`src/include/rs_ring_cfg.svh`:
```
`ifndef RS_RING_CFG_SVH
`define RS_RING_CFG_SVH

// ***********************************************************
// Datapath widths
// ***********************************************************

`define RS_XLEN        32    // Operand and PC width
`define RS_ROB_SIZE    256   // ROB entries, sets rob index width

// ***********************************************************
// Ring geometry and micro-op fields
// ***********************************************************

`define RS_NUM_UNITS   5     // Slots on the ring, one per unit
`define RS_OPCODE_W    5
`define RS_OPTYPE_W    3

`endif
```
`src/rtl/rs_ring_pkg.sv`:
```
`include "rs_ring_cfg.svh"

package rs_ring_pkg;

    // ***********************************************************
    // Micro-op field types
    // ***********************************************************

    typedef logic [`RS_XLEN-1:0]              xlen_t;     // Operand value and PC
    typedef logic [$clog2(`RS_ROB_SIZE)-1:0]  rob_idx_t;
    typedef logic [`RS_OPCODE_W-1:0]          opcode_t;
    typedef logic [`RS_OPTYPE_W-1:0]          op_type_t;

    // ***********************************************************
    // Functional units
    // ***********************************************************

    // Codes 6 and 7 are unused and treated like FU_NONE
    typedef enum logic [2:0] {
        FU_NONE    = 3'd0,
        FU_LOGICAL = 3'd1,
        FU_ARITH   = 3'd2,
        FU_BRANCH  = 3'd3,
        FU_MUL_DIV = 3'd4,
        FU_LD_ST   = 3'd5
    } fu_e;

    // True for the five codes that name a real unit
    function automatic logic fu_is_legal(input fu_e unit);
        logic legal;
        legal = (unit != FU_NONE) && (unit <= FU_LD_ST);
        return legal;
    endfunction

endpackage

```
`src/rtl/rs_ring_top.sv`:
```
`timescale 1ns/1ps
`include "rs_ring_cfg.svh"

module rs_ring_top (
    input  logic                  clk,
    input  logic                  rst_n,
    input  logic                  valid_in,
    input  rs_ring_pkg::fu_e      uop_unit,
    input  rs_ring_pkg::rob_idx_t uop_rob_entry,
    input  rs_ring_pkg::xlen_t    uop_pc,
    input  rs_ring_pkg::opcode_t  uop_opcode,
    input  rs_ring_pkg::op_type_t uop_opcode_type,
    input  rs_ring_pkg::xlen_t    uop_rs1_value,
    input  rs_ring_pkg::xlen_t    uop_rs2_value,

    // Indexed by ring position
    output logic                  issue_valid       [`RS_NUM_UNITS],
    output rs_ring_pkg::rob_idx_t issue_rob_entry   [`RS_NUM_UNITS],
    output rs_ring_pkg::xlen_t    issue_pc          [`RS_NUM_UNITS],
    output rs_ring_pkg::opcode_t  issue_opcode      [`RS_NUM_UNITS],
    output rs_ring_pkg::op_type_t issue_opcode_type [`RS_NUM_UNITS],
    output rs_ring_pkg::xlen_t    issue_rs1_value   [`RS_NUM_UNITS],
    output rs_ring_pkg::xlen_t    issue_rs2_value   [`RS_NUM_UNITS]
);

    localparam int NUM_UNITS = `RS_NUM_UNITS;

    // Unit served at each ring position
    localparam rs_ring_pkg::fu_e RING_ORDER [NUM_UNITS] = '{
        rs_ring_pkg::FU_ARITH,
        rs_ring_pkg::FU_LOGICAL,
        rs_ring_pkg::FU_BRANCH,
        rs_ring_pkg::FU_MUL_DIV,
        rs_ring_pkg::FU_LD_ST
    };

    // Element g feeds the slot at ring position g
    logic                  ring_valid       [NUM_UNITS];
    rs_ring_pkg::fu_e      ring_unit        [NUM_UNITS];
    rs_ring_pkg::rob_idx_t ring_rob_entry   [NUM_UNITS];
    rs_ring_pkg::xlen_t    ring_pc          [NUM_UNITS];
    rs_ring_pkg::opcode_t  ring_opcode      [NUM_UNITS];
    rs_ring_pkg::op_type_t ring_opcode_type [NUM_UNITS];
    rs_ring_pkg::xlen_t    ring_rs1_value   [NUM_UNITS];
    rs_ring_pkg::xlen_t    ring_rs2_value   [NUM_UNITS];

    uop_dispatch_stage u_dispatch (
        .clk              (clk),
        .rst_n            (rst_n),
        .valid_in         (valid_in),
        .uop_unit         (uop_unit),
        .uop_rob_entry    (uop_rob_entry),
        .uop_pc           (uop_pc),
        .uop_opcode       (uop_opcode),
        .uop_opcode_type  (uop_opcode_type),
        .uop_rs1_value    (uop_rs1_value),
        .uop_rs2_value    (uop_rs2_value),
        .slot_valid       (ring_valid[0]),
        .slot_unit        (ring_unit[0]),
        .slot_rob_entry   (ring_rob_entry[0]),
        .slot_pc          (ring_pc[0]),
        .slot_opcode      (ring_opcode[0]),
        .slot_opcode_type (ring_opcode_type[0]),
        .slot_rs1_value   (ring_rs1_value[0]),
        .slot_rs2_value   (ring_rs2_value[0])
    );

    // ***********************************************************
    // Ring of slots
    // ***********************************************************

    for (genvar g = 0; g < NUM_UNITS; g++) begin : g_slot
        if (g < NUM_UNITS - 1) begin : g_mid
            ring_slot #(.SLOT_UNIT(RING_ORDER[g])) u_slot (
                .clk (clk), .rst_n (rst_n),
                .in_valid          (ring_valid[g]),
                .in_unit           (ring_unit[g]),
                .in_rob_entry      (ring_rob_entry[g]),
                .in_pc             (ring_pc[g]),
                .in_opcode         (ring_opcode[g]),
                .in_opcode_type    (ring_opcode_type[g]),
                .in_rs1_value      (ring_rs1_value[g]),
                .in_rs2_value      (ring_rs2_value[g]),
                .out_valid         (ring_valid[g+1]),
                .out_unit          (ring_unit[g+1]),
                .out_rob_entry     (ring_rob_entry[g+1]),
                .out_pc            (ring_pc[g+1]),
                .out_opcode        (ring_opcode[g+1]),
                .out_opcode_type   (ring_opcode_type[g+1]),
                .out_rs1_value     (ring_rs1_value[g+1]),
                .out_rs2_value     (ring_rs2_value[g+1]),
                .issue_valid       (issue_valid[g]),
                .issue_rob_entry   (issue_rob_entry[g]),
                .issue_pc          (issue_pc[g]),
                .issue_opcode      (issue_opcode[g]),
                .issue_opcode_type (issue_opcode_type[g]),
                .issue_rs1_value   (issue_rs1_value[g]),
                .issue_rs2_value   (issue_rs2_value[g])
            );
        end else begin : g_last
            // Micro-ops leave the ring after the ld_st slot
            ring_slot #(.SLOT_UNIT(RING_ORDER[g])) u_slot (
                .clk (clk), .rst_n (rst_n),
                .in_valid          (ring_valid[g]),
                .in_unit           (ring_unit[g]),
                .in_rob_entry      (ring_rob_entry[g]),
                .in_pc             (ring_pc[g]),
                .in_opcode         (ring_opcode[g]),
                .in_opcode_type    (ring_opcode_type[g]),
                .in_rs1_value      (ring_rs1_value[g]),
                .in_rs2_value      (ring_rs2_value[g]),
                .out_valid         (),
                .out_unit          (),
                .out_rob_entry     (),
                .out_pc            (),
                .out_opcode        (),
                .out_opcode_type   (),
                .out_rs1_value     (),
                .out_rs2_value     (),
                .issue_valid       (issue_valid[g]),
                .issue_rob_entry   (issue_rob_entry[g]),
                .issue_pc          (issue_pc[g]),
                .issue_opcode      (issue_opcode[g]),
                .issue_opcode_type (issue_opcode_type[g]),
                .issue_rs1_value   (issue_rs1_value[g]),
                .issue_rs2_value   (issue_rs2_value[g])
            );
        end
    end

endmodule

```
`src/rtl/ring_slot.sv`:
```
`timescale 1ns/1ps

module ring_slot #(
    parameter rs_ring_pkg::fu_e SLOT_UNIT = rs_ring_pkg::FU_ARITH
) (
    input  logic                  clk,
    input  logic                  rst_n,

    // From the previous slot
    input  logic                  in_valid,
    input  rs_ring_pkg::fu_e      in_unit,
    input  rs_ring_pkg::rob_idx_t in_rob_entry,
    input  rs_ring_pkg::xlen_t    in_pc,
    input  rs_ring_pkg::opcode_t  in_opcode,
    input  rs_ring_pkg::op_type_t in_opcode_type,
    input  rs_ring_pkg::xlen_t    in_rs1_value,
    input  rs_ring_pkg::xlen_t    in_rs2_value,

    // To the next slot
    output logic                  out_valid,
    output rs_ring_pkg::fu_e      out_unit,
    output rs_ring_pkg::rob_idx_t out_rob_entry,
    output rs_ring_pkg::xlen_t    out_pc,
    output rs_ring_pkg::opcode_t  out_opcode,
    output rs_ring_pkg::op_type_t out_opcode_type,
    output rs_ring_pkg::xlen_t    out_rs1_value,
    output rs_ring_pkg::xlen_t    out_rs2_value,

    // To this slot's functional unit
    output logic                  issue_valid,
    output rs_ring_pkg::rob_idx_t issue_rob_entry,
    output rs_ring_pkg::xlen_t    issue_pc,
    output rs_ring_pkg::opcode_t  issue_opcode,
    output rs_ring_pkg::op_type_t issue_opcode_type,
    output rs_ring_pkg::xlen_t    issue_rs1_value,
    output rs_ring_pkg::xlen_t    issue_rs2_value
);

    logic hit;

    assign hit = out_valid && (out_unit == SLOT_UNIT);   // Held uop belongs here

    // ***********************************************************
    // Ring stage
    // ***********************************************************

    always_ff @(posedge clk or negedge rst_n) begin
        if (!rst_n) begin
            out_valid <= 1'b0;
        end else begin
            out_valid <= in_valid;
        end
    end

    // Ring advances every cycle, no stall
    always_ff @(posedge clk) begin
        out_unit        <= in_unit;
        out_rob_entry   <= in_rob_entry;
        out_pc          <= in_pc;
        out_opcode      <= in_opcode;
        out_opcode_type <= in_opcode_type;
        out_rs1_value   <= in_rs1_value;
        out_rs2_value   <= in_rs2_value;
    end

    // ***********************************************************
    // Issue capture
    // ***********************************************************

    always_ff @(posedge clk or negedge rst_n) begin
        if (!rst_n) begin
            issue_valid <= 1'b0;
        end else begin
            issue_valid <= hit;                           // One-cycle strobe
        end
    end

    always_ff @(posedge clk) begin
        if (hit) begin
            issue_rob_entry   <= out_rob_entry;
            issue_pc          <= out_pc;
            issue_opcode      <= out_opcode;
            issue_opcode_type <= out_opcode_type;
            issue_rs1_value   <= out_rs1_value;
            issue_rs2_value   <= out_rs2_value;
        end
    end

    // ***********************************************************
    // Checks
    // ***********************************************************

    a_issue_after_match : assert property (
        @(posedge clk) disable iff (!rst_n)
        issue_valid |-> $past(out_valid) && ($past(out_unit) == SLOT_UNIT)
    ) else $error("unit %0d issued without a matching slot", SLOT_UNIT);

    a_issue_pulse : assert property (
        @(posedge clk) disable iff (!rst_n)
        (issue_valid && $past(issue_valid)) |-> $past(hit) && $past(hit, 2)
    ) else $error("unit %0d issue_valid held without back-to-back matches", SLOT_UNIT);

endmodule

```
`src/rtl/uop_dispatch_stage.sv`:
```
`timescale 1ns/1ps

module uop_dispatch_stage (
    input  logic                  clk,
    input  logic                  rst_n,
    input  logic                  valid_in,
    input  rs_ring_pkg::fu_e      uop_unit,
    input  rs_ring_pkg::rob_idx_t uop_rob_entry,
    input  rs_ring_pkg::xlen_t    uop_pc,
    input  rs_ring_pkg::opcode_t  uop_opcode,
    input  rs_ring_pkg::op_type_t uop_opcode_type,
    input  rs_ring_pkg::xlen_t    uop_rs1_value,
    input  rs_ring_pkg::xlen_t    uop_rs2_value,
    output logic                  slot_valid,
    output rs_ring_pkg::fu_e      slot_unit,
    output rs_ring_pkg::rob_idx_t slot_rob_entry,
    output rs_ring_pkg::xlen_t    slot_pc,
    output rs_ring_pkg::opcode_t  slot_opcode,
    output rs_ring_pkg::op_type_t slot_opcode_type,
    output rs_ring_pkg::xlen_t    slot_rs1_value,
    output rs_ring_pkg::xlen_t    slot_rs2_value
);

    logic accept;

    // Illegal unit codes are dropped here and never reach the ring
    assign accept = valid_in && rs_ring_pkg::fu_is_legal(uop_unit);

    always_ff @(posedge clk or negedge rst_n) begin
        if (!rst_n) begin
            slot_valid <= 1'b0;
        end else begin
            slot_valid <= accept;
        end
    end

    // Payload only moves on an accepted micro-op
    always_ff @(posedge clk) begin
        if (accept) begin
            slot_unit        <= uop_unit;
            slot_rob_entry   <= uop_rob_entry;
            slot_pc          <= uop_pc;
            slot_opcode      <= uop_opcode;
            slot_opcode_type <= uop_opcode_type;
            slot_rs1_value   <= uop_rs1_value;
            slot_rs2_value   <= uop_rs2_value;
        end
    end

    // ***********************************************************
    // Checks
    // ***********************************************************

    a_slot_unit_legal : assert property (
        @(posedge clk) disable iff (!rst_n)
        slot_valid |-> (slot_unit != rs_ring_pkg::FU_NONE) &&
                       (slot_unit <= rs_ring_pkg::FU_LD_ST)
    ) else $error("dispatch slot valid with illegal unit %0d", slot_unit);

endmodule

```
`config.mk`:
```
export PLATFORM = sky130hd
export DESIGN_NAME = rs_ring_top
export DESIGN_NICKNAME = d
export VERILOG_FILES = /design/src/rtl/rs_ring_pkg.sv /design/src/rtl/rs_ring_top.sv /design/src/rtl/ring_slot.sv /design/src/rtl/uop_dispatch_stage.sv
export VERILOG_INCLUDE_DIRS = /design/src /design/src/include
export SDC_FILE = /design/constraint.sdc
export NUM_CORES = 1
export LEC_CHECK = 0
export BUFFER_PORTS_ARGS = -buffer_cell sky130_fd_sc_hd__buf_2
export CAP_MARGIN = 20
export CORE_UTILIZATION = 37
export CTS_BUF_LIST = sky130_fd_sc_hd__clkbuf_16
export CTS_CLUSTER_DIAMETER = 30
export DETAILED_ROUTE_END_ITERATION = 10
export SLEW_MARGIN = 20
export SYNTH_ARGS = -nofsm -noshare
export SYNTH_HDL_FRONTEND = slang
export SYNTH_SLANG_ARGS = --single-unit
```
`constraint.sdc`:
```
create_clock -name clk -period 8.1 [get_ports clk]
set_clock_uncertainty 0.1 [all_clocks]
set_input_delay 0.405 -clock clk [delete_from_list [all_inputs] [get_ports clk]]
set_output_delay 0.405 -clock clk [all_outputs]
set_load 0.01 [all_outputs]
```
==> impl_metrics.yaml, run 1 <==
run_status:
  status: "complete, no violations"
layout:
  design_area_um2: 44900
  drive_above_1_share_pct: 41.6
  area_growth_pct: 39.5
  fin_nets: 2387
global_routing:
  grt_usage_pct: 16.0
  grt-ovfl-total: 0
  grt_pass1_wl_um: 103000
  grt_max_degree: 114
  grt_pass1_vias: 16000
  antenna_found_initial: 2
synthesis:
  synth_area_um2: 32200
  yosysTopAreaCell: "edfxtp_1"
  syn-num-nets: 1393
  synth_warnings: 0
  synth_seq_cells: 1261
  synth.distinct_cells: 10
  yosysTopAreaCellShare_pct: 63.0
  synthCells: 1275
  ys_seq_area_share_pct: 99.7
  synth.area.top_cells: "edfxtp_1, dfxtp_1, dfrtp_1, buf_4, and4bb_2"
  postSynthAreaPerCell_um2: 25.2
sta:
  final_max_slew_viol_count: 0
  setup_viol: 0
  finalCritPeriodShare_pct: 34.0
  rsz0062_at_grt: "false"
  max_freq_mhz: 363
  tightest_slew_ps: 1080
  period_minus_slack_ps: 2750
  postLayoutSetupSlackWorst_ps: 5350
  slew_headroom_pct: 28.0
  tns_ps: 0
  hold_viol: 0
routing:
  ant_nets: 0
  vias: 14900
  vias_per_cell: 4.15
  drt-initial-drc-count: 656
  drt-pass1-iter-count: 4
  route.detailed.drc: 0
  wl_um: 70900
  wire_per_inst_um: 19.8
critical_path:
  crit_path_end_kind: "flop"
  crit_fanout: 60
  required_ps: 8330
  path_class: "flop to flop"
  critPathLaunchType: "flop"
  critPathArrivalTime_ps: 2990
clock_network:
  clk_latency_ps: 760
  cts_tree: "yes"
  post-cts-setup-buffers: 0
  clock-sinks: 1261
  cts_buffers: 186
  htreeDepth: 4
  cts_buffer_depth: 3
  clk_pin_slew_ps: 60
  cts_root_buf: "clkbuf_16"
power_and_ir_drop:
  finalPower_mw: 15.5
  ir_drop_v: 0.000238
  powerDensity_nw_per_um2: 346
  leakagePower_nw: 17.7
floorplanning:
  start_util_pct: 37.5
  coreArea_um2: 85700
  dieArea_um2: 88100
  boundaryPins: 683
  fp.dieW_um: 297
  num_rows: 107
  die_height_um: 297
placed_design:
  dp_hpwl_um: 46100
  io_buffers: 682
  post-place-ws_ps: 5290
  globalplace.congestion: 0.818
  place_area_um2: 37100
job:
  cap_violations: 0
min_path:
  hp-class: "flop to flop"
-- what timing repair did --
| item | CTS | global route |
|---|---|---|
| setup endpoints to repair | 0 | 0 |
| gates resized for setup | 0 | 0 |
| endpoints found under the hold margin | 136 | 0 |
| hold buffers | 119 | 0 |
-- critical path, stage by stage (launching register included) --
cell      delay [ps]
dfxtp_1          310
and4bb_4         940
buf_4            810
-- state kept, by name, indices dropped and copies added (netlist names), 128 cells and up --
register	cells
g_slot.g_mid.u_slot.out_rs2_value	128
g_slot.g_mid.u_slot.out_rs1_value	128
g_slot.g_mid.u_slot.issue_rs1_value	128
g_slot.g_mid.u_slot.issue_pc	128
g_slot.g_mid.u_slot.issue_rs2_value	128
g_slot.g_mid.u_slot.out_pc	128
-- per-stage QoR --
stage | instances | util (%) | hold slack, ps
floorplan | 1275 | - | 9.41
global placement | 3106 | 43.3 | 223
detailed placement | 3106 | 43.3 | 227
CTS | 3578 | 52.4 | 185
global route | 3578 | 52.4 | 213
finish | 3579 | 52.4 | 203
-- final timing paths --
check	from	to	slack (ps)	cells after the start
worst max-delay path	g_slot[0].g_mid.u_slot.out_unit[2]	g_slot[0].g_mid.u_slot.issue_rs1_value[6]	5350	2
worst min-delay path	u_dispatch.slot_rs1_value[29]	g_slot[0].g_mid.u_slot.out_rs1_value[29]	200	0
worst max register to register	g_slot[0].g_mid.u_slot.out_unit[2]	g_slot[0].g_mid.u_slot.issue_rs1_value[6]	5350	2
worst min register to register	u_dispatch.slot_rs1_value[29]	g_slot[0].g_mid.u_slot.out_rs1_value[29]	200	0
max in group asynchronous	rst_n	g_slot[2].g_mid.u_slot.out_valid	6170	4
min in group asynchronous	rst_n	g_slot[1].g_mid.u_slot.out_valid	530	3
-- cells by family (layout without fill, tap and decap cells) --
logic type	count (synthesis)	in the layout	share of synthesized area [%]
flops	1261	1261	99.7
simple gates	7	7	0.183
buf+inv	6	1165	0.128
compound gates	1	1	0.0233
other cells	0	1	0
-- where the power goes --
group	switching, mW	total (mW)	internal (mW)
sequential	0.138	7.27	7.13
clock	3.07	8.09	5.03
combinational	0.0966	0.166	0.0695
total	3.30	15.5	12.2
-- cells in the mapped netlist --
cell      instances
buf_4             5
dfrtp_1          11
inv_1             1
and4bb_2          2
a211oi_1          1
edfxtp_1        675
nand2_1           1
dfxtp_1         575
nor3_1            2
and4b_1           2
-- layout make-up --
class	instances	area, µm²
diodes	1	2.50
clock buffers	188	4700
clock inverters	165	1880
fillers	6772	40800
inverters	1	3.75
multi-input cells	8	105
flip-flops and latches	1261	32100
well taps	1144	1430
repair buffers	811	4690
-- cells in the final DEF, fill, tap and decap left out, types with 2 or more instances in the layout --
| cell | count |
|---|---|
| buf_4 | 9 |
| clkinv_4 | 15 |
| clkinv_16 | 10 |
| dfxtp_1 | 575 |
| clkbuf_16 | 188 |
| inv_1 | 22 |
| dlygate4sd3_1 | 119 |
| and4b_4 | 2 |
| edfxtp_1 | 675 |
| and4bb_4 | 2 |
| clkinv_1 | 17 |
| bufinv_16 | 21 |
| dfrtp_1 | 11 |
| buf_2 | 682 |
| inv_6 | 23 |
| inv_8 | 11 |
| clkinv_8 | 4 |
| clkinvlp_4 | 22 |
| clkinv_2 | 19 |
-- per-layer routing --
| metal | vias up | part of all wire (%) | track usage (%) |
|---|---|---|---|
| li1 | 6748 | - | - |
| met1 | 7406 | 37 | 16.9 |
| met2 | 536 | 53 | 28.1 |
| met3 | 161 | 6.1 | 4.97 |
| met4 | 2 | 4.6 | 8.99 |
| met5 | - | 0.018 | 0 |
Power figures use the tool's default switching activity.
==> run 2, diff against run 1 <==
Clock period 8.1 ns to 2.7 ns, I/O delays scaled along.
==> run 2 against run 1 <==
Routed wire length is 1.0% higher. Cell area up 2.7%. Non-clock buffer count is 101 higher. Sequential power grew to 3.0 times the previous value. Critical path depth did not move. Fmax grew 53%. Sequential share of layout area is 1.8 points lower.
==> impl_metrics.yaml, run 2 (synthesized netlist as in run 1, its figures left out) <==
layout:
  fin_nets: 2493
  fin_util_pct: 53.8
  layout_commonest_cell: "buf_2"
  design_area_um2: 46100
  n_fill_cell: 6642
  drive_above_1_share_pct: 40.4
  most-common-layout-cells: "buf_2, edfxtp_1, dfxtp_1"
  area_growth_pct: 43.2
  antenna_cells: 0
routing:
  vias: 15200
  vias_per_cell: 4.13
  drt-initial-drc-count: 838
  ant_nets: 0
  drt-pass1-iter-count: 5
  wl_um: 71600
  route.detailed.drc: 0
  wire_per_inst_um: 19.4
sta:
  period_minus_slack_ps: 1790
  tightest_slew_ps: 579
  max_freq_mhz: 557
  hold_viol: 0
  rsz0062_at_grt: "false"
  finalCritPeriodShare_pct: 66.5
  setup_viol: 0
  final_max_slew_viol_count: 0
  slew_headroom_pct: 61.4
critical_path:
  path_cells: "and4b_4, buf_12"
  ff2ff_path_depth: 2
  crit_path_end_kind: "flop"
  reg2reg_from: "g_slot[2].g_mid.u_slot.out_unit[2]"
  crit_slowest_cell: "and4b_4"
  critPathLaunchType: "flop"
  rrSetupSlack_ps: 910
  critPathMaxStageDelay_ps: 550
  rr_endpoint: "g_slot[2].g_mid.u_slot.issue_rs1_value[30]"
  critPathArrivalTime_ps: 2070
  crit_fanout: 60
  required_ps: 2980
  path_class: "flop to flop"
floorplanning:
  boundaryPins: 683
  dieArea_um2: 88100
  start_util_pct: 37.5
  num_rows: 107
  die_height_um: 297
  fp.dieW_um: 297
  coreArea_um2: 85700
min_path:
  hp-class: "primary input to flop"
  min_from: "uop_rs1_value[25]"
  whs_endpoint: "u_dispatch.slot_rs1_value[25]"
  hold_depth: 2
global_routing:
  antenna_found_initial: 6
  grt_max_degree: 67
  grt-ovfl-total: 0
  grt_pass1_wl_um: 104000
  grt_pass1_vias: 16300
  grt_usage_pct: 16.1
clock_network:
  cts_root_buf: "clkbuf_16"
  hold_buffers: 216
  clk_latency_ps: 750
  clk_pin_slew_ps: 50
  clock-sinks: 1261
  htreeDepth: 4
  cts_buffers: 191
  cts_tree: "yes"
  post-cts-setup-buffers: 0
  cts_buffer_depth: 3
  ctsResizeCount: 0
run_status:
  status: "complete, no violations"
power_and_ir_drop:
  p_seq_share_pct: 46.5
  leakagePower_nw: 18.2
  combinationalPowerShare_pct: 1.3
  ir_drop_v: 0.000598
  p_sw_mw: 9.83
  clkPwrFrac_pct: 52.1
  internal-power_mw: 37.0
  switching_share_pct: 21.0
  powerDensity_nw_per_um2: 1020
placed_design:
  place_area_um2: 37300
  io_buffers: 682
  globalplace.congestion: 0.814
  dp_hpwl_um: 45700
job:
  cap_violations: 0
-- run 2: cell count changes in the layout (fill, tap and decap cells not counted), sizes merged --
| cell | change |
|---|---|
| buf | +3 |
| bufinv | -5 |
| clkbuf | +13 |
| clkinv | +6 |
| clkinvlp | -4 |
| diode | -1 |
| dlygate4sd3 | +98 |
-- run 2: worst max-delay path: cells and delay by family, from the launching register on --
| kind | cells | cell delay (ps) |
|---|---|---|
| buffers and inverters | 1 | 330 |
| DFF | 1 | 300 |
| and+or+nand+nor | 1 | 550 |
-- run 2: worst max path at each step --
stage | slack [ps] | from | cells past startpoint | to
floorplan | -1020 | uop_unit[2] | 1 | u_dispatch.slot_opcode[0]
global route | 870 | g_slot[2].g_mid.u_slot.out_unit[2] | 2 | g_slot[2].g_mid.u_slot.issue_pc[31]
detailed placement | 900 | g_slot[2].g_mid.u_slot.out_unit[2] | 2 | g_slot[2].g_mid.u_slot.issue_pc[4]
global placement | 940 | g_slot[2].g_mid.u_slot.out_unit[2] | 2 | g_slot[2].g_mid.u_slot.issue_rs2_value[12]
finish | 910 | g_slot[2].g_mid.u_slot.out_unit[2] | 2 | g_slot[2].g_mid.u_slot.issue_rs1_value[30]
CTS | 910 | g_slot[1].g_mid.u_slot.out_unit[2] | 2 | g_slot[1].g_mid.u_slot.issue_rs2_value[12]
-- run 2: power by group through the flow --
stage	sequential (mW)	clock, mW	combinational, mW
final	21.8	24.4	0.628
after global routing	21.9	25.8	0.673
after CTS	21.8	24.9	0.637
after detailed placement	22.2	0	0.378
after global placement	22.1	0	0.369
after floorplan	22.0	0	0.113
-- run 2: layout make-up --
cell class | count | area [µm²] | area share [%]
Inverter | 1 | 3.75 | 0.00815
Timing Repair Buffer | 912 | 5830 | 12.7
Clock inverter | 162 | 1610 | 3.48
Tap cell | 1144 | 1430 | 3.11
Sequential cell | 1261 | 32100 | 69.6
Clock buffer | 201 | 5030 | 10.9
Multi-Input combinational cell | 8 | 108 | 0.234
-- run 2: layer usage --
layer	global-route usage, %	wire length, µm
met5	0	75
met4	8.62	2940
met3	4.88	4420
met2	29.0	38500
met1	16.6	25600
-- run 2: stage by stage --
stage	power (mW)	instances	hold slack, ps	worst slack (ps)	TNS (ps)
floorplan	22.1	1275	-261	-1020	-219180
global placement	22.5	3109	-79.2	937	0
detailed placement	22.6	3109	-76.8	899	0
CTS	47.4	3688	0.895	905	0
global route	48.4	3689	6.60	869	0
finish	46.9	3689	54.1	905	0
